==> config.mk <==
export PLATFORM = sky130hd
export DESIGN_NAME = display_mux
export DESIGN_NICKNAME = d
export VERILOG_FILES = /design/src/rtl/cam_pkg.sv /design/src/rtl/display_mux.sv
export SDC_FILE = /design/constraint.sdc
export NUM_CORES = 1
export LEC_CHECK = 0
export ABC_AREA = 1
export BUFFER_PORTS_ARGS = -buffer_cell sky130_fd_sc_hd__buf_2
export CAP_MARGIN = 20
export CORE_ASPECT_RATIO = 1.4
export CORE_MARGIN = 4
export CORE_UTILIZATION = 38
export CTS_CLUSTER_SIZE = 24
export DETAILED_ROUTE_END_ITERATION = 10
export HOLD_SLACK_MARGIN = 0.03
export PLACE_DENSITY = 0.7
export SLEW_MARGIN = 20
export SYNTH_ARGS = -nofsm -noshare
export SYNTH_HDL_FRONTEND = slang
export SYNTH_SLANG_ARGS = --single-unit
export TNS_END_PERCENT = 50
==> constraint.sdc <==
create_clock -name clk_65mhz -period 7.6 [get_ports clk_65mhz]
set_input_delay 0 -clock clk_65mhz [delete_from_list [all_inputs] [get_ports clk_65mhz]]
set_output_delay 0 -clock clk_65mhz [all_outputs]
set_load 0.01 [all_outputs]
==> src/rtl/cam_pkg.sv <==
package cam_pkg;

   ////////////////////////////////////////
   // xvga 1024x768 @ 60Hz, 65 MHz pixel clock
   localparam int h_active = 1024;
   localparam int h_fp     = 24;
   localparam int h_sync   = 136;
   localparam int h_bp     = 160;
   localparam int h_total  = h_active + h_fp + h_sync + h_bp;   // 1344

   localparam int v_active = 768;
   localparam int v_fp     = 3;
   localparam int v_sync   = 6;
   localparam int v_bp     = 29;
   localparam int v_total  = v_active + v_fp + v_sync + v_bp;   // 806

   localparam int display_latency = 3;   // counter value to vga pins

   ////////////////////////////////////////
   // camera frame store
   localparam int fb_width  = 320;
   localparam int fb_height = 240;
   localparam int fb_depth  = fb_width * fb_height;   // 76800
   localparam int fb_addr_w = 17;
   localparam int pix_w     = 12;                     // rgb444

   localparam logic [3:0] chan_mid = 4'd8;   // threshold split point

   // processing modes
   localparam logic [2:0] mode_pass  = 3'd0;
   localparam logic [2:0] mode_diff  = 3'd1;
   localparam logic [2:0] mode_red   = 3'd2;
   localparam logic [2:0] mode_green = 3'd3;
   localparam logic [2:0] mode_blue  = 3'd4;

   ////////////////////////////////////////
   typedef struct packed {
      logic [10:0] hcount;
      logic [9:0]  vcount;
      logic        hsync;   // active low
      logic        vsync;   // active low
      logic        blank;
   } vga_timing_t;

   // counters at zero, syncs idle
   localparam vga_timing_t vga_idle = '{hcount: '0, vcount: '0, hsync: 1'b1,
                                        vsync: 1'b1, blank: 1'b0};

   typedef struct packed {
      logic       pclk;
      logic       vsync;
      logic       href;
      logic [7:0] data;
   } cam_pins_t;

   typedef struct packed {
      logic [3:0] r;
      logic [3:0] g;
      logic [3:0] b;
   } rgb444_t;

   typedef struct packed {
      logic                 we;
      logic [fb_addr_w-1:0] addr;
      rgb444_t              pixel;
   } fb_write_t;

   // one camera word, seen as two bytes while assembling, rgb565 after
   typedef union packed {
      struct packed {
         logic [7:0] hi;
         logic [7:0] lo;
      } bytes;
      struct packed {
         logic [4:0] r;
         logic [5:0] g;
         logic [4:0] b;
      } rgb565;
   } cam_word_u;

endpackage

==> src/rtl/display_mux.sv <==
`timescale 1ns/1ps

module display_mux import cam_pkg::*; (
   input  logic                 clk_65mhz,
   input  logic                 reset_in,
   input  logic [1:0]           disp_mode,   // 01 outline, 10 bars, else camera
   input  logic                 zoom,        // 2x camera into 640x480
   input  vga_timing_t          timing,
   input  rgb444_t              rd_pixel,
   output logic [fb_addr_w-1:0] rd_addr,
   output logic [3:0]           vga_r,
   output logic [3:0]           vga_g,
   output logic [3:0]           vga_b,
   output logic                 vga_hs,      // active high at the pins
   output logic                 vga_vs
);

   logic [fb_addr_w-1:0] h_term, v_term;
   logic                 in_window;
   vga_timing_t          timing_d1, timing_d2;   // follow the ram
   logic                 win_d1, win_d2;
   logic                 border;
   rgb444_t              pix_sel;

   ////////////////////////////////////////
   // stage 0, address and window
   always_comb begin
      if (zoom) begin
         h_term    = fb_addr_w'(timing.hcount[10:1]);   // h/2
         v_term    = fb_addr_w'(timing.vcount[9:1]);    // v/2
         in_window = (timing.hcount < 11'(2 * fb_width)) &&
                     (timing.vcount < 10'(2 * fb_height));
      end else begin
         h_term    = fb_addr_w'(timing.hcount);
         v_term    = fb_addr_w'(timing.vcount);
         in_window = (timing.hcount < 11'(fb_width)) && (timing.vcount < 10'(fb_height));
      end
   end

   // kept in range outside the window
   always_ff @(posedge clk_65mhz) begin
      rd_addr <= in_window ? h_term + v_term * fb_addr_w'(fb_width) : '0;
   end

   ////////////////////////////////////////
   // picture select on the twice delayed counters
   assign border = (timing_d2.hcount == 11'd0) || (timing_d2.hcount == 11'(h_active - 1)) ||
                   (timing_d2.hcount == 11'(h_active / 2)) || (timing_d2.vcount == 10'd0) ||
                   (timing_d2.vcount == 10'(v_active - 1)) ||
                   (timing_d2.vcount == 10'(v_active / 2));

   always_comb begin
      case (disp_mode)
         2'b01:   pix_sel = rgb444_t'({12{border}});   // white outline
         2'b10:   pix_sel = rgb444_t'({{4{timing_d2.hcount[8]}}, {4{timing_d2.hcount[7]}},
                                       {4{timing_d2.hcount[6]}}});
         default: pix_sel = win_d2 ? rd_pixel : rgb444_t'(12'hFFF);   // white outside
      endcase
   end

   always_ff @(posedge clk_65mhz) begin
      if (reset_in) begin
         timing_d1 <= vga_idle;
         timing_d2 <= vga_idle;
         win_d1    <= 1'b0;
         win_d2    <= 1'b0;
         vga_r     <= 4'h0;
         vga_g     <= 4'h0;
         vga_b     <= 4'h0;
         vga_hs    <= 1'b0;
         vga_vs    <= 1'b0;
      end else begin
         timing_d1 <= timing;      // address cycle
         win_d1    <= in_window;
         timing_d2 <= timing_d1;   // ram cycle
         win_d2    <= win_d1;
         vga_r     <= timing_d2.blank ? 4'h0 : pix_sel.r;
         vga_g     <= timing_d2.blank ? 4'h0 : pix_sel.g;
         vga_b     <= timing_d2.blank ? 4'h0 : pix_sel.b;
         vga_hs    <= ~timing_d2.hsync;   // flip polarity for the board
         vga_vs    <= ~timing_d2.vsync;
      end
   end

endmodule

## Yosys cells after proc, flatten, opt, wreduce, memory -nomap -nowiden

Cells that the tools add are included.

- Add/subtract/negate cells: 1
- Multipliers: 1
- Divide/modulo/power cells: 0
- Magnitude comparators: 4
- Equality and inequality tests: 6
- Shifts and indexed selects: 0
- Muxes and demuxes: 5
- Bitwise logic cells: 2
- Reduce and logical (&&, ||, !) cells: 10

Operators with widths:

| cell | number |
|---|---|
| 12-bit case mux with 2 select lines | 1 |
| 11-bit by 10-bit equality test with 1-bit output, second input constant | 2 |
| 17-bit adder | 1 |
| 17-bit by 3-bit multiplier with 11-bit output, second input constant | 1 |
| 12-bit 2-to-1 mux | 1 |
| 11-bit zero test | 1 |
| 11-bit by 10-bit less-than comparator with 1-bit output, second input constant | 1 |
| 11-bit by 9-bit less-than comparator with 1-bit output, second input constant | 1 |
| 11-bit 2-to-1 mux | 1 |
| 10-bit equality test, second input constant | 1 |
| 10-bit by 9-bit equality test with 1-bit output, second input constant | 1 |
| 10-bit zero test | 1 |
| 10-bit by 8-bit less-than comparator with 1-bit output, second input constant | 1 |
| 10-bit by 9-bit less-than comparator with 1-bit output, second input constant | 1 |
| 10-bit 2-to-1 mux | 1 |
| 1-bit logical OR | 5 |
| 2-bit by 1-bit equality test with 1-bit output, second input constant | 1 |
| 2-bit equality test, second input constant | 1 |
| 1-bit logical AND | 2 |
| 1-bit NOT | 2 |
| 2-bit OR reduction | 1 |
| 1-bit 2-to-1 mux | 1 |

- Flip-flop bits (word level): 81
- Bits in latches: 0
- Memory bits (writable): 0
- ROM bits: 0
- Bits of input ports: 41
- Output and inout port bits: 31
- Logic and storage cells: 47
- Memories kept: 0

## Depth between registers and ports, before layout

- Word-level depth: 7
- Gate-level depth with buffers: 20
- Mapped depth without buffers: 19

## Least setup slack after synthesis

OpenSTA, ideal clock, no wires.

- Kind: input-to-reg
- From: in zoom
- To: reg rd_addr[13]
- Setup time: 0.114 ns
- Arrival time: 2.524 ns
- Required time: 7.486 ns
- Path slack: 4.962 ns
- Stages: 17
- Buffers on the path: 2
- Cells stage by stage: buf_2 > buf_2 > nand2_1 > o21ai_0 > inv_1 > ha_1 > ha_1 > inv_1 > fa_1 > inv_1 > ha_1 > nand2_1 > nor3_1 > nor2_1 > nor2_2 > xor2_1 > nor2_1

- Cells in the longest elaborated chain, start to end: 3
- Elaborated cells on any way between the ends: 5
- Those cells by class: 1 x add/sub; 1 x mul; 3 x mux

Ends and longest elaborated chain:

| element | RTL line | source |
|---|---|---|
| start: declaration | display_mux.sv:7 | `input logic zoom,` |
| 10-bit 2-to-1 mux | display_mux.sv:28 | `if (zoom) begin` |
| 17-bit by 3-bit multiplier with 11-bit output | display_mux.sv:42 | `rd_addr <= in_window ? h_term + v_term * fb_addr_w'(fb_width) : '0;` |
| 17-bit adder | display_mux.sv:42 |  |
| end signal: assignment | display_mux.sv:42 |  |
| end: declaration | display_mux.sv:10 | `output logic [fb_addr_w-1:0] rd_addr,` |

Several ways; a longest one is shown, not always the timed one.
A chain may end at the register's enable or synchronous reset.

## Final worst setup path

- From: in timing[4] in the netlist's numbering
- To: reg rd_addr[13]

- Cells in the longest elaborated chain, start to end: 3
- Elaborated cells on any way between the ends: 8
- Those cells by class: 1 x add/sub; 1 x mul; 2 x order compare; 2 x mux; 2 x reduce/logical

Ends and longest elaborated chain:

| element | RTL line | source |
|---|---|---|
| start: declaration | display_mux.sv:8 | `input vga_timing_t timing,` |
| 10-bit 2-to-1 mux (tied with other cells) | display_mux.sv:28 |  |
| 17-bit by 3-bit multiplier with 11-bit output (tied with other cells) | display_mux.sv:42 |  |
| 17-bit adder or 1-bit 2-to-1 mux (tied branches) | display_mux.sv:42, display_mux.sv:28 |  |

Several ways; a longest one is shown, not always the timed one.

==> metrics.sh <==
INITIAL_ANTENNA_VIOLATION_COUNT=0
UNREPAIRED_SETUP_ENDPOINTS_AFTER_GLOBAL_ROUTING='false'
TRITONCTS.NUM_BUFFERS=9
GLOBALROUTE.TOTALOVERFLOW=0
SYNTH-ADDER-AREA-SHARE=0.08971
CTS-ROOT-TO-SINK-BUFFERS=2
CRITPATHCAPTURETYPE='flip-flop'
POWER.INTERNAL_mW=0.7641
YS.WARNINGS.COUNT=0
POST_SYNTH_AND_OR_NAND_NOR_AREA_FRACTION=0.2446
DESIGN.FINAL.NETS=634
VIAS_AFTER_DETAILED_ROUTING=3069
VIAS_PER_CELL=4.507
CAP_VIOL_MAX_COUNT=0
LAYOUT-DRIVE-GT1-SHARE=0.1882
POST-ROUTE-DRC-COUNT=0
YOSYS-MUX-AREA-FRACTION=0
SWITCHING_SHARE=0.2794
POWER.IR.VDD_WORST_V=0.0001375
HTREEDEPTH=3
YOSYSSEQAREASHARE=0.4614
SEQ_PWR_SHARE=0.428
PATH_CLK_SLEW_NS=0.06
SYNTHCELLS=465
PLACER_S_FINAL_ROUTABILITY_CONGESTION_ESTIMATE=0.8443
FINAL.MIN_CLOCK_PERIOD_NS=2.956
SYNTH_LARGEST_TYPE_AREA_FRACTION=0.4614
GRT_MAX_DEGREE=54
VIAS_IN_THE_FIRST_GLOBAL_ROUTE=3025
PLACEDCELLCOUNT=629
FINALCRITPERIODSHARE=0.3890
SYNTH.TOP_CELLS.BY_AREA='sky130_fd_sc_hd__dfxtp_1, sky130_fd_sc_hd__nor2_1, sky130_fd_sc_hd__nand2_1'
WORST_HOLD_CHECK_SLACK_NS=0.2428
INITIAL_CELL_DENSITY_OF_THE_CORE=0.3893
DIEHEIGHT_UM=121.8
DRT_FIRST_PASS_ITERS=4
GRT_UTIL_ALL_LAYERS=0.1460
DIE_AREA_MM2=0.01087
OUTCOME='completed'
PLACEMENT.IO_BUFFERS=71
SYNTH_TOP_CELL_BY_AREA='sky130_fd_sc_hd__dfxtp_1'
SYNTH_TOP_FAMILY_BY_AREA='simple AND/OR/NAND/NOR gates'
AVGSYNTHCELLAREA_UM2=7.558
CLOCK_LATENCY_NS=0.33
TIMING_WORST_SLEW_PIN_VALUE_NS=0.8277
TRITONCTS='built'
SYNTH_FP_NETS=530
FINAL_CELL_MIX='sky130_fd_sc_hd__nor2_1, sky130_fd_sc_hd__dfxtp_1, sky130_fd_sc_hd__nand2_1, sky130_fd_sc_hd__inv_1, sky130_fd_sc_hd__buf_2'
SETUP-VIOLATIONS-FINAL=0
FMAX_GHz=0.3383
COMPLEX_GATE_FRACTION_OF_THE_SYNTHESIZED_AREA=0.09149
FINAL_MAX_SLEW_VIOL_COUNT=0
REGISTER_AREA_MM2=0.001622
CP_LAUNCH_TYPE='input pin'
YS_FF_LATCH=81
HPWL_AFTER_DPL_MM=5.462
AREA_DELTA_SYNTH_FINAL_PCT=30.62
POST_LAYOUT_NONFILLER_INSTANCES=681
NUM_ANTENNA_CELLS=0
WORST_SLEW_MARGIN_REL=0.4482
DESIGN.CORE.AREA_MM2=0.009029
FINAL_CORE_UTIL=0.5085
POWER_LEAKAGE_nW=2.322
TIMING.CRITICAL_PATH.FANOUT_MAX=5
MOST_COMMON_CELL_AFTER_LAYOUT_FILL_AND_TAPS_ASIDE='sky130_fd_sc_hd__nor2_1'
DETAIL-ROUTE-ANTENNA-NETS=0
SYNTH_XOR_XNOR_AREA_SHARE=0.01246
IO_PINS=72
POWER_DENSITY_mW_PER_MM2=231.0
PLACEMENTROWS=41
CLOCK-SINKS=81
POST_SYNTH_INSTANCE_AREA_MM2=0.003515
DIE_WIDTH_UM=89.28
GRT_FIRST_PASS_WIRELENGTH_MM=12.54
CRIT_REQUIRED_NS=7.80
FILLER_CELL_COUNT=846
ROOT_BUFFER_SELECTED_BY_CTS='sky130_fd_sc_hd__clkbuf_16'
TIMING_HOLD_VIOLATIONS_FINAL=0
POWER.COMBINATIONAL.FRACTION=0.191
CTS-RESIZED-GATES=0
TOTALNEGATIVESETUPSLACK_NS=0
DRT-TOTAL-WL_MM=7.457
POWER_FRAC_CLOCK=0.381
POST-CTS-SETUP-BUFFERS=0
TIMING.CRITICAL_PATH.ARRIVAL_NS=3.16
MIN_PATH_TYPE='input pin to flip-flop'
CRITICAL_PATH_CLASS='input pin to flip-flop'
POST_SYNTH_NUM_CELL_TYPES=33
DRT_ITER0_DRC=112
WORST_CLOCK_SKEW_NS=0.007975
POWER.NET_SWITCHING_mW=0.2963
POST_DRT_WL_PER_CELL_UM=10.95
MULTI_INPUT_AREA_MM2=0.001540
[worst max-delay path: stages]
cell,delay (ns)
sky130_fd_sc_hd__dlygate4sd3_1,0.54
sky130_fd_sc_hd__buf_2,0.14
sky130_fd_sc_hd__o21ai_0,0.30
sky130_fd_sc_hd__inv_1,0.12
sky130_fd_sc_hd__ha_1,0.29
sky130_fd_sc_hd__ha_1,0.17
sky130_fd_sc_hd__inv_1,0.06
sky130_fd_sc_hd__fa_1,0.49
sky130_fd_sc_hd__inv_1,0.05
sky130_fd_sc_hd__ha_1,0.34
sky130_fd_sc_hd__nand2_1,0.07
sky130_fd_sc_hd__nor3_1,0.13
sky130_fd_sc_hd__nor2_1,0.10
sky130_fd_sc_hd__nor2_2,0.14
sky130_fd_sc_hd__xor2_1,0.16
sky130_fd_sc_hd__nor2_1,0.05
[cell usage after synthesis]
| library cell | number |
|---|---|
| sky130_fd_sc_hd__or2_1 | 1 |
| sky130_fd_sc_hd__a21oi_1 | 28 |
| sky130_fd_sc_hd__a31oi_1 | 1 |
| sky130_fd_sc_hd__nor2_2 | 3 |
| sky130_fd_sc_hd__o21ai_0 | 27 |
| sky130_fd_sc_hd__o21ai_2 | 1 |
| sky130_fd_sc_hd__ha_1 | 22 |
| sky130_fd_sc_hd__or2_0 | 1 |
| sky130_fd_sc_hd__fa_1 | 2 |
| sky130_fd_sc_hd__nand4_1 | 2 |
| sky130_fd_sc_hd__inv_2 | 1 |
| sky130_fd_sc_hd__nand2_1 | 78 |
| sky130_fd_sc_hd__clkbuf_1 | 9 |
| sky130_fd_sc_hd__inv_1 | 77 |
| sky130_fd_sc_hd__o2111ai_1 | 1 |
| sky130_fd_sc_hd__xnor2_1 | 3 |
| sky130_fd_sc_hd__or2_2 | 6 |
| sky130_fd_sc_hd__nor3_1 | 3 |
| sky130_fd_sc_hd__and2_0 | 1 |
| sky130_fd_sc_hd__nand3_1 | 10 |
| sky130_fd_sc_hd__nand2_2 | 5 |
| sky130_fd_sc_hd__dfxtp_1 | 81 |
| sky130_fd_sc_hd__o21ai_1 | 1 |
| sky130_fd_sc_hd__buf_2 | 3 |
| sky130_fd_sc_hd__nand3_2 | 3 |
| sky130_fd_sc_hd__buf_4 | 1 |
| sky130_fd_sc_hd__nor2_4 | 1 |
| sky130_fd_sc_hd__nor2_1 | 85 |
| sky130_fd_sc_hd__a21oi_2 | 1 |
| sky130_fd_sc_hd__buf_1 | 1 |
| sky130_fd_sc_hd__nand3b_1 | 3 |
| sky130_fd_sc_hd__xor2_1 | 2 |
| sky130_fd_sc_hd__o311ai_1 | 1 |
[path summary, 6_finish.rpt]
kind                      start     endpoint  slack (ns)  cells after the start
setup / recovery      timing[4]  rd_addr[13]        4.64                     16
setup reg to reg  timing_d2[14]     vga_b[0]        6.30                     10
hold reg to reg    timing_d2[2]       vga_hs        0.38                      1
hold / removal         reset_in       vga_vs        0.24                      2
[state kept, by name, indices dropped and copies added (netlist names)]
register,count
rd_addr,17
vga_r,4
vga_hs,1
win_d2,1
timing_d2,24
win_d1,1
vga_g,4
timing_d1,24
vga_b,4
vga_vs,1
[kinds of logic after synthesis]
group	Yosys count
buffers and inverters	92
AO/OA/AOI/OAI	61
flip-flops	81
AND/OR/NAND/NOR	202
XOR/XNOR	5
adder cells (fa/ha/maj)	24
[area by class of cell]
class	instances	area share
Clock buffer	10	0.05206
Clock inverter	6	0.01036
Tap cell	107	0.02916
Multi-Input combinational cell	292	0.3355
Sequential cell	81	0.3532
Inverter	78	0.06378
Timing Repair Buffer	107	0.1559
[metal layers]
metal  part of all wire  vias to the layer above  track usage
met5                  0                        -            0
met4              0.022                        0      0.06890
met3              0.056                       16      0.04127
met2               0.51                       86       0.2551
met1               0.41                     1331       0.1587
li1                   -                     1636            -
[through the flow]
stage	total power, mW	area, µm²	setup slack (ns)
3_3_place_gp	0.6464	3944	4.670
5_1_grt	1.127	4591	4.326
3_5_place_dp	0.6512	3944	4.522
6_report	1.060	4591	4.644
2_1_floorplan	0.6009	3515	4.962
4_1_cts	1.076	4591	4.660
[power groups by stage]
stage | clock network (mW) | logic [mW] | registers, mW
6_report | 0.404 | 0.203 | 0.453
4_1_cts | 0.419 | 0.204 | 0.454
3_3_place_gp | 0 | 0.184 | 0.462
2_1_floorplan | 0 | 0.133 | 0.468
3_5_place_dp | 0 | 0.188 | 0.463
5_1_grt | 0.439 | 0.233 | 0.456
[what timing repair did]
item	CTS	global route
hold buffers	36	0
hold endpoints to repair	42	0
setup endpoints to repair	0	0
No activity file was read; power rests on OpenSTA's default activity.
