**src/rtl/cam_pkg.sv**
```systemverilog
package cam_pkg;

   ////////////////////////////////////////
   // xvga 1024x768 @ 60Hz, 65 MHz pixel clock
   localparam int h_active = 1024;
   localparam int h_fp     = 24;
   localparam int h_sync   = 136;
   localparam int h_bp     = 160;
   localparam int h_total  = h_active + h_fp + h_sync + h_bp;   // 1344

   localparam int v_active = 768;
   localparam int v_fp     = 3;
   localparam int v_sync   = 6;
   localparam int v_bp     = 29;
   localparam int v_total  = v_active + v_fp + v_sync + v_bp;   // 806

   localparam int display_latency = 3;   // counter value to vga pins

   ////////////////////////////////////////
   // camera frame store
   localparam int fb_width  = 320;
   localparam int fb_height = 240;
   localparam int fb_depth  = fb_width * fb_height;   // 76800
   localparam int fb_addr_w = 17;
   localparam int pix_w     = 12;                     // rgb444

   localparam logic [3:0] chan_mid = 4'd8;   // threshold split point

   // processing modes
   localparam logic [2:0] mode_pass  = 3'd0;
   localparam logic [2:0] mode_diff  = 3'd1;
   localparam logic [2:0] mode_red   = 3'd2;
   localparam logic [2:0] mode_green = 3'd3;
   localparam logic [2:0] mode_blue  = 3'd4;

   ////////////////////////////////////////
   typedef struct packed {
      logic [10:0] hcount;
      logic [9:0]  vcount;
      logic        hsync;   // active low
      logic        vsync;   // active low
      logic        blank;
   } vga_timing_t;

   // counters at zero, syncs idle
   localparam vga_timing_t vga_idle = '{hcount: '0, vcount: '0, hsync: 1'b1,
                                        vsync: 1'b1, blank: 1'b0};

   typedef struct packed {
      logic       pclk;
      logic       vsync;
      logic       href;
      logic [7:0] data;
   } cam_pins_t;

   typedef struct packed {
      logic [3:0] r;
      logic [3:0] g;
      logic [3:0] b;
   } rgb444_t;

   typedef struct packed {
      logic                 we;
      logic [fb_addr_w-1:0] addr;
      rgb444_t              pixel;
   } fb_write_t;

   // one camera word, seen as two bytes while assembling, rgb565 after
   typedef union packed {
      struct packed {
         logic [7:0] hi;
         logic [7:0] lo;
      } bytes;
      struct packed {
         logic [4:0] r;
         logic [5:0] g;
         logic [4:0] b;
      } rgb565;
   } cam_word_u;

endpackage

```
**src/rtl/pixel_process.sv**
```systemverilog
`timescale 1ns/1ps

module pixel_process import cam_pkg::*; (
   input  logic       clk_65mhz,
   input  logic       reset_in,
   input  logic [2:0] proc_mode,
   input  cam_word_u  cam_word,
   input  logic       pixel_valid,
   input  logic       frame_done,
   output rgb444_t    pixel         // one cycle after pixel_valid
);

   cam_word_u  prev_word;              // last valid word this frame
   logic [3:0] cur_r, cur_g, cur_b;
   logic [3:0] prv_r, prv_g, prv_b;
   logic       r_above, g_above, b_above;
   logic       r_below, g_below, b_below;
   rgb444_t    next_pixel;

   function automatic logic [3:0] abs_diff(input logic [3:0] a, input logic [3:0] b);
      return (a > b) ? a - b : b - a;
   endfunction

   // top four bits of each rgb565 field
   assign cur_r = cam_word.rgb565.r[4:1];
   assign cur_g = cam_word.rgb565.g[5:2];
   assign cur_b = cam_word.rgb565.b[4:1];
   assign prv_r = prev_word.rgb565.r[4:1];
   assign prv_g = prev_word.rgb565.g[5:2];
   assign prv_b = prev_word.rgb565.b[4:1];

   assign r_above = cur_r > chan_mid;
   assign g_above = cur_g > chan_mid;
   assign b_above = cur_b > chan_mid;
   assign r_below = cur_r < chan_mid;   // exactly mid counts as neither
   assign g_below = cur_g < chan_mid;
   assign b_below = cur_b < chan_mid;

   always_comb begin
      case (proc_mode)
         mode_diff:  next_pixel = '{r: abs_diff(cur_r, prv_r), g: abs_diff(cur_g, prv_g),
                                    b: abs_diff(cur_b, prv_b)};
         mode_red:   next_pixel = (r_above && g_below && b_below) ? 12'hF00 : 12'h000;
         mode_green: next_pixel = (g_above && r_below && b_below) ? 12'h0F0 : 12'h000;
         mode_blue:  next_pixel = (b_above && r_below && g_below) ? 12'h00F : 12'h000;
         default:    next_pixel = '{r: cur_r, g: cur_g, b: cur_b};   // pass
      endcase
   end

   always_ff @(posedge clk_65mhz) begin
      if (reset_in || frame_done) begin
         prev_word <= '0;   // first pixel of a frame diffs against black
      end else if (pixel_valid) begin
         prev_word <= cam_word;
      end
   end

   always_ff @(posedge clk_65mhz) begin
      if (pixel_valid) begin
         pixel <= next_pixel;
      end
   end

endmodule

```
**config.mk**
```make
export PLATFORM = sky130hd
export DESIGN_NAME = pixel_process
export DESIGN_NICKNAME = d
export VERILOG_FILES = /design/src/rtl/cam_pkg.sv /design/src/rtl/pixel_process.sv
export SDC_FILE = /design/constraint.sdc
export NUM_CORES = 1
export LEC_CHECK = 0
export BUFFER_PORTS_ARGS = -buffer_cell sky130_fd_sc_hd__buf_2
export CAP_MARGIN = 20
export CORE_MARGIN = 10
export CORE_UTILIZATION = 40
export DETAILED_ROUTE_END_ITERATION = 7
export PLACE_DENSITY_LB_ADDON = 0.2
export SETUP_SLACK_MARGIN = 0.4
export SYNTH_ARGS = -nofsm -noshare
export SYNTH_HDL_FRONTEND = slang
export SYNTH_SLANG_ARGS = --single-unit
```
**constraint.sdc**
```tcl
create_clock -name clk_65mhz -period 2 [get_ports clk_65mhz]
set_input_delay 0.3 -clock clk_65mhz [delete_from_list [all_inputs] [get_ports clk_65mhz]]
set_output_delay 0.3 -clock clk_65mhz [all_outputs]
set_load 0.02 [all_outputs]
```
; ---- Word level (Yosys, flattened, before mapping)
; Index checks and enable logic that the tools add are counted.
[op_classes]
n_mux = 7
div_mod_pow = 0
n_addsub = 6
reduce_logical = 7
n_mul = 0
shift = 0
eq_ne = 4
magnitude_cmp = 9
n_bitwise = 0
[op_table]
columns = op, count
row1 = $pmux 12 s4, 1
row2 = $sub 4x4->4, 6
row3 = $mux 4, 4
row4 = $gt 4x4->1, 3
row5 = $gt 4x4->1 const B, 3
row6 = $lt 4x4->1 const B, 3
row7 = $mux 12, 1
row8 = $mux 8, 1
row9 = $eq 3x2->1 const B, 2
row10 = $logic_and 1x1->1, 6
row11 = $eq 3x1->1 const B, 1
row12 = $eq 3x3->1 const B, 1
row13 = $logic_or 1x1->1, 1
[word_totals]
wordCells = 37
latchBits = 0
ram_bits = 0
ff_bits = 28
rom_bits = 0
mem_count = 0

; ---- Logic depth before layout (Yosys ltp)
; Gate-level depths: netlist (run 1).
[logic_depth]
word_depth = 5
mapped_depth = 10
ltp_nobuf = 10

; ---- Worst setup path after synthesis (run 1)
; Ideal clock, no wire load.
[synth_path]
kind = input-to-reg
startpoint = input cam_word[7] in the netlist's numbering
endpoint = register pixel[7] in the netlist's numbering, data pin
slack_ns = 0.023
stages = 9
setup_time_ns = 0.267
required_ns = 1.733
arrival_ns = 1.710
cell_sequence = inv_1 -> ha_1 -> fa_1 -> nor2b_1 -> nor3_2 -> nor2_1 -> mux2i_1 -> xnor2_1 -> o21ai_0
[synth_rtl]
columns = item, line_no
row1 = "start, declared", pixel_process.sv:7  ; input cam_word_u cam_word,
row2 = "end signal, assigned", pixel_process.sv:60  ; pixel <= next_pixel;
row3 = "end, declared", pixel_process.sv:10  ; output rgb444_t pixel

==> run_results.csv, run 1 <==
group,metric,value,unit
route,wl,4.43,mm
worst_setup_path,worstSetupPathType,"flip-flop to flip-flop",
route,ant_nets,0,
placement,hpwlAfterDp,3.42,mm
cts,clk-insertion-delay-late,0.27,ns
worst_setup_path,start_kind,"flip-flop",
floorplan,core_area,4660,um2
placement,preCtsSetupSlack,-0.0977,ns
cells_and_area,nFillCells,436,
floorplan,die_height,89.1,um
worst_setup_path,end_kind,"flip-flop",
global_routing,grt_pass1_wl,7.17,mm
route,dr.pass1.iters,4,
cts,cts_hold_buf,0,
cells_and_area,layout-drive-gt1-share,36.4,%
sta,tns,0,ns
synthesis,synth_compound_area_share,15.1,%
synthesis,synth.mux.area_fraction,9.97,%
sta,finalHoldViolations,0,
sta,worst_slew_pin_slew,0.647,ns
synthesis,avgSynthCellArea,9.00,um2
worst_setup_path,crit_arrival,1.96,ns
cells_and_area,mostFrequentLayoutCells,"buf_2 (30), nor2_1 (28), inv_1 (23)",
job,drv_cap,0,
sta,skew,0.00445,ns
cts,cts.path.max_buffers,2,
worst_setup_path,crit_path_top_delay_cell,"dfxtp_2",
synthesis,synthXorXnorAreaFrac,2.30,%
global_routing,grt_pass1_vias,1585,
synthesis,ys_warn_count,0,
floorplan,die_area,7930,um2
global_routing,antenna_found_initial,0,
synthesis,synth_top_family_by_area,"adder cells",
synthesis,synth.distinct_cells,34,
sta,setup_slack,0.0535,ns
cts,cts.clk_slew.worst_paths,0.09,ns
global_routing,grt_remaining_overflow,0,
power_and_ir_drop,p_leak,1.13,nW
worst_setup_path,worst-path-buf-inv,1,
synthesis,seq_area_frac_synth,31.5,%
route,drc,0,
sta,period_minus_slack,1.95,ns
global_routing,grt_util_all_layers,11.3,%
floorplan,fp.dieW,89.1,um
synthesis,syn_inst,212,
power_and_ir_drop,peakVddDrop,371,uV
sta,period_share,97.3,%
sta,relSlewSlack,56.9,%
floorplan,rows,25,
cts,cts-root-buf,"clkbuf_8",
floorplan,start_util,40.9,%
run_status,status,"finished, final reports clean",
placement,io_buffer_count,30,
route,wl_per_cell,13.9,um
sta,rsz0062_at_grt,"yes",
worst_setup_path,path_delay_family,"compound AO/OA/AOI/OAI gates",
worst_hold_path,hp-class,"primary input to flip-flop",
synthesis,synth-simple-area-share,13.8,%
placement,gp_congestion,0.772,
cells_and_area,diodes,0,
worst_setup_path,slowest_delay,0.36,ns
sta,setup_viol,0,
sta,fmax,0.514,GHz
cts,cts_sinks,24,
power_and_ir_drop,total_power,0.00129,W
floorplan,ios,35,
route,viasPerCell,5.00,
cells_and_area,nNetsFinal,315,
cts,htreeDepth,1,
sta,drv_slew,0,
worst_setup_path,cp.required,2.02,ns
worst_setup_path,worstPathCellList,"ha_4 -> inv_2 -> fa_2 -> a21o_1 -> a21oi_2 -> a41oi_2 -> mux2i_1 -> xnor2_1 -> o21ai_1",
global_routing,grt_max_degree,25,
route,dr_total_vias,1591,
synthesis,ys_ff_latch,24,
power_and_ir_drop,powerDensity,516,nW/um2
cells_and_area,areaGrowthSynthToFinish,31.3,%
synthesis,synthAdderAreaFrac,20.1,%
synthesis,syn-cell-area,1910,um2
route,drt_iter0_drc,43,
cells_and_area,final_common_cell,"buf_2",
cts,cts_tree,"done",
synthesis,synthesis.nets,262,
cts,numCtsBuffers,3,
worst_setup_path,path_max_fanout,3,
where the power goes:
part	switching, W	leakage, nW	internal, W	total (W)
logic	0.000233	0.883	0.000200	0.000433
clock network	0.000161	0.0231	0.000138	0.000299
registers	0.0000115	0.222	0.000550	0.000561
cell type report:
type	instances	area [um2]	share of cell area, %
multi-input combinational	152	1320	52.8
sequential	24	611	24.4
timing repair buffer	54	338	13.5
inverter	30	123	4.89
tap	54	67.6	2.70
clock buffer	3	41.3	1.65
clock inverter	1	3.75	0.150
state kept, by name (all words and copies together), names as in the netlist:
register / count
pixel: 12
prev_word: 12
tightest hold or removal path, cell delays in order:
cell and delay (ns):
buf_2 0.14, mux2i_1 0.09, nor2_1 0.07
final timing paths:
check                                      to          start  slack, ns  cells after the start
worst min-delay path            prev_word[13]   cam_word[13]       0.36                      3
worst max register to register      pixel[11]  prev_word[12]       0.05                      9
worst max-delay path                pixel[11]  prev_word[12]       0.05                      9
worst min register to register  prev_word[10]  prev_word[10]       0.50                      2
cells in the mapped netlist, drive strengths merged:
cell type | count | share of area (%)
nand4 | 2 | 0.66
buf | 2 | 0.52
o21a | 1 | 0.39
nand3 | 3 | 0.79
o31ai | 1 | 0.39
clkbuf | 4 | 0.79
nor4b | 2 | 0.92
dfxtp | 12 | 13
or2 | 2 | 0.66
a2bb2oi | 2 | 0.92
and3 | 1 | 0.33
nor3 | 6 | 1.8
nand2b | 1 | 0.33
ha | 21 | 14
xor2 | 1 | 0.46
o21ai | 12 | 3.1
inv | 30 | 5.9
a21oi | 14 | 3.9
or3 | 2 | 0.66
fa | 6 | 6.3
and4 | 1 | 0.46
a211oi | 6 | 2.4
a41oi | 1 | 0.85
edfxtp | 12 | 19
o221ai | 1 | 0.46
mux2i | 19 | 10
xnor2 | 4 | 1.8
nor2 | 29 | 5.7
a21o | 7 | 2.8
nor2b | 1 | 0.33
nand2 | 6 | 1.2
per-stage QoR:
step	cells	instance area [um2]	hold WS [ns]	utilization, %
2_1_floorplan	212	1980	0.412	-
3_3_place_gp	308	2310	0.476	49.5
3_5_place_dp	308	2310	0.493	49.5
4_1_cts	315	2440	0.366	52.3
5_1_grt	318	2510	0.385	53.8
6_report	318	2510	0.362	53.8
per-layer routing:
metal  routed length [um]  vias up  global-route usage [%]  part of all wire, %
met5                    0        -                       0                    0
met4                   30        0                    2.60                 0.68
met3                  195        2                    2.83                  4.4
met2                 2270       18                    19.7                   51
met1                 1930      737                    13.6                   44
li1                     -      834                       -                    -
cells by family after synthesis:
logic type / after synthesis
xor gates and xnor gates: 5
DFF: 24
and+or+nand+nor: 56
AOI/OAI and AO/OA: 45
buffers and inverters: 36
muxes: 19
adders and majority gates: 27
timing repair:
action | CTS | global route
setup buffers | 3 | 3
resized for setup | 15 | 15
gates cloned | 0 | 0
pin swaps | 18 | 13
setup endpoints to repair | 9 | 11
Power figures use the tool's default switching activity.
==> run 2: changes to the inputs <==
--- a/config.mk
+++ b/config.mk
@@ -5,12 +5,13 @@
 export SDC_FILE = /design/constraint.sdc
 export NUM_CORES = 1
 export LEC_CHECK = 0
+export ABC_AREA = 1
 export BUFFER_PORTS_ARGS = -buffer_cell sky130_fd_sc_hd__buf_2
 export CAP_MARGIN = 20
 export CORE_MARGIN = 10
 export CORE_UTILIZATION = 40
 export DETAILED_ROUTE_END_ITERATION = 7
-export PLACE_DENSITY_LB_ADDON = 0.2
+export PLACE_DENSITY = 0.6
 export SETUP_SLACK_MARGIN = 0.4
 export SYNTH_ARGS = -nofsm -noshare
 export SYNTH_HDL_FRONTEND = slang
==> run_results.csv, run 2 <==
group,metric,value,unit
floorplan,core_area,4790,um2
sta,drv_slew,0,
cells_and_area,design_area,2450,um2
cts,numCtsBuffers,3,
cts,htreeDepth,1,
synthesis,ys_ff_latch,24,
route,ant_nets,0,
synthesis,synthesis.nets,312,
synthesis,synth_most_common_cell,"nand2_1",
job,drv_cap,0,
floorplan,fp.dieW,90.5,um
placement,gp_congestion,0.824,
worst_setup_path,crit_arrival,1.68,ns
synthesis,synth_flop_cell,"edfxtp_1",
synthesis,avgSynthCellArea,7.59,um2
sta,rsz0062_at_grt,"yes",
synthesis,ys_warn_count,0,
synthesis,syn-cell-area,1990,um2
synthesis,ys_top_cells_by_count,"nand2_1 (58), inv_1 (47), nand3_1 (38)",
sta,period_share,82.4,%
cells_and_area,areaGrowthSynthToFinish,23.1,%
sta,relSlewSlack,66.3,%
power_and_ir_drop,p_leak,1.13,nW
floorplan,rows,25,
sta,period_minus_slack,1.65,ns
floorplan,ios,35,
synthesis,synth_edf_count,12,
synthesis,syn_inst,262,
power_and_ir_drop,powerDensity,533,nW/um2
route,dr_total_vias,1773,
synthesis,netlist_top_cells_area,"edfxtp_1 (18%), ha_1 (13%), dfxtp_1 (12%)",
route,viasPerCell,4.91,
synthesis,seq_area_frac_synth,30.2,%
cts,cts_tree,"done",
worst_setup_path,r2r_slack,0.35,ns
cts,cts.clk_slew.worst_paths,0.09,ns
worst_setup_path,slowest_delay,0.39,ns
synthesis,synth_top_area_cell,"edfxtp_1",
floorplan,die_height,90.5,um
global_routing,grt_pass1_vias,1708,
cts,cts-root-buf,"clkbuf_8",
cells_and_area,largestRegisters,"pixel (12), prev_word (12)",
cells_and_area,final_common_cell,"nand2_1",
route,drc,0,
sta,setup_viol,0,
worst_setup_path,crit_path_top_delay_cell,"fa_2",
floorplan,die_area,8190,um2
sta,fmax,0.607,GHz
route,dr.pass1.iters,4,
cts,clk-insertion-delay-late,0.27,ns
synthesis,async_flop_share,0,%
global_routing,grt_max_degree,29,
global_routing,grt_remaining_overflow,0,
worst_hold_path,hp-class,"primary input to flip-flop",
placement,hpwlAfterDp,3.54,mm
placement,postPlaceCellArea,2190,um2
worst_setup_path,worstPathCellList,"ha_4 -> fa_2 -> o21ai_4 -> nand2_2 -> inv_1 -> nand2_1 -> nand3_1 -> nand2_1",
cts,cts.path.max_buffers,2,
cells_and_area,nFillCells,477,
cells_and_area,instances_no_fill,361,
cells_and_area,layout-drive-gt1-share,28.2,%
synthesis,yosysTopAreaCellShare,18.1,%
worst_setup_path,path_max_fanout,4,
sta,tns,0,ns
power_and_ir_drop,total_power,0.00130,W
worst_setup_path,cp.required,2.03,ns
cells_and_area,diodes,0,
worst_setup_path,end_kind,"flip-flop",
sta,skew,0.00538,ns
cells_and_area,fin_util,51.1,%
floorplan,start_util,41.5,%
sta,finalHoldViolations,0,
worst_setup_path,critPathMostFrequentCell,"nand2_1",
sta,worst_slew_pin_slew,0.505,ns
cells_and_area,mostFrequentLayoutCells,"nand2_1 (56), inv_1 (40), nand3_1 (35)",
placement,io_buffer_count,30,
cells_and_area,nNetsFinal,345,
synthesis,synth.distinct_cells,26,
global_routing,grt_pass1_wl,7.56,mm
global_routing,grt_util_all_layers,10.8,%
run_status,status,"finished, final reports clean",
cts,cts_sinks,24,
route,wl_per_cell,12.9,um
worst_setup_path,worstSetupPathType,"flip-flop to flip-flop",
route,wl,4.64,mm
global_routing,antenna_found_initial,0,
route,drt_iter0_drc,68,
worst_setup_path,path_delay_family,"adder cells",
placement,placedCellCount,354,
worst_setup_path,worst-path-buf-inv,1,
power_and_ir_drop,peakVddDrop,245,uV
worst_setup_path,start_kind,"flip-flop",
## run 2: cell count changes after synthesis, moves of 7 or more
cell	change
nand2_1	+52
nand3_1	+35
mux2i_1	-19
inv_1	+17
nor2_1	-10
a21oi_1	-9
o21ai_0	-9
a21o_1	-7
## run 2: cell families after synthesis
| family | count (synthesis) | synth area share [%] |
|---|---|---|
| AND/OR/NAND/NOR | 131 | 29.3 |
| buffers and inverters | 54 | 11.3 |
| adder cells (fa/ha/maj) | 27 | 19.3 |
| flip-flops | 24 | 30.2 |
| AO/OA/AOI/OAI | 20 | 7.30 |
| XOR/XNOR | 6 | 2.64 |
## run 2: final cells by class
| type | count | area [um2] | share of cell area (%) |
|---|---|---|---|
| clock buffers | 4 | 45.0 | 1.84 |
| inverters | 47 | 179 | 7.31 |
| multi-input cells | 184 | 1340 | 54.6 |
| flip-flops and latches | 24 | 612 | 25.0 |
| well taps | 67 | 83.8 | 3.43 |
| repair buffers | 35 | 191 | 7.82 |
## run 2: metrics by stage
| stage | hold slack [ns] | setup WS, ns |
|---|---|---|
| final | 0.355 | 0.352 |
| after floorplan | 0.412 | 0.385 |
| after global routing | 0.370 | 0.289 |
| after detailed placement | 0.468 | 0.127 |
| after global placement | 0.462 | 0.142 |
| after CTS | 0.346 | 0.362 |
## run 2: worst reg2reg max path, cell delays in order, from the launching register on
cell and delay (ns):
dfxtp_4 0.36, ha_4 0.16, fa_2 0.39, o21ai_4 0.17, nand2_2 0.09, inv_1 0.06, nand2_1 0.04, nand3_1 0.07
nand2_1 0.06
## run 2: worst paths after layout
path | from | endpoint | cells after the start
worst max register to register | prev_word[7] | pixel[7] | 8
worst max-delay path | prev_word[7] | pixel[7] | 8
worst min-delay path | cam_word[8] | pixel[5] | 3
worst min register to register | prev_word[10] | prev_word[10] | 2
## run 2: power breakdown
part | internal, W | total [W] | switching (W)
Clock | 0.000142 | 0.000297 | 0.000154
Sequential | 0.000552 | 0.000567 | 0.0000145
Combinational | 0.000179 | 0.000441 | 0.000262
## run 2: repair_timing
action,in CTS,in global routing
pin swaps,9,13
gates resized for setup,19,30
endpoints found under the setup margin,7,9
buffers inserted,1,2
hold buffers,0,0
## run 2: metal layers
metal	share of wire (%)	wire [um]	GRT usage [%]
met1	45	2110	13.1
met2	50	2310	18.3
met3	4.4	203	2.49
met4	0.45	21	3.18
met5	0	0	0
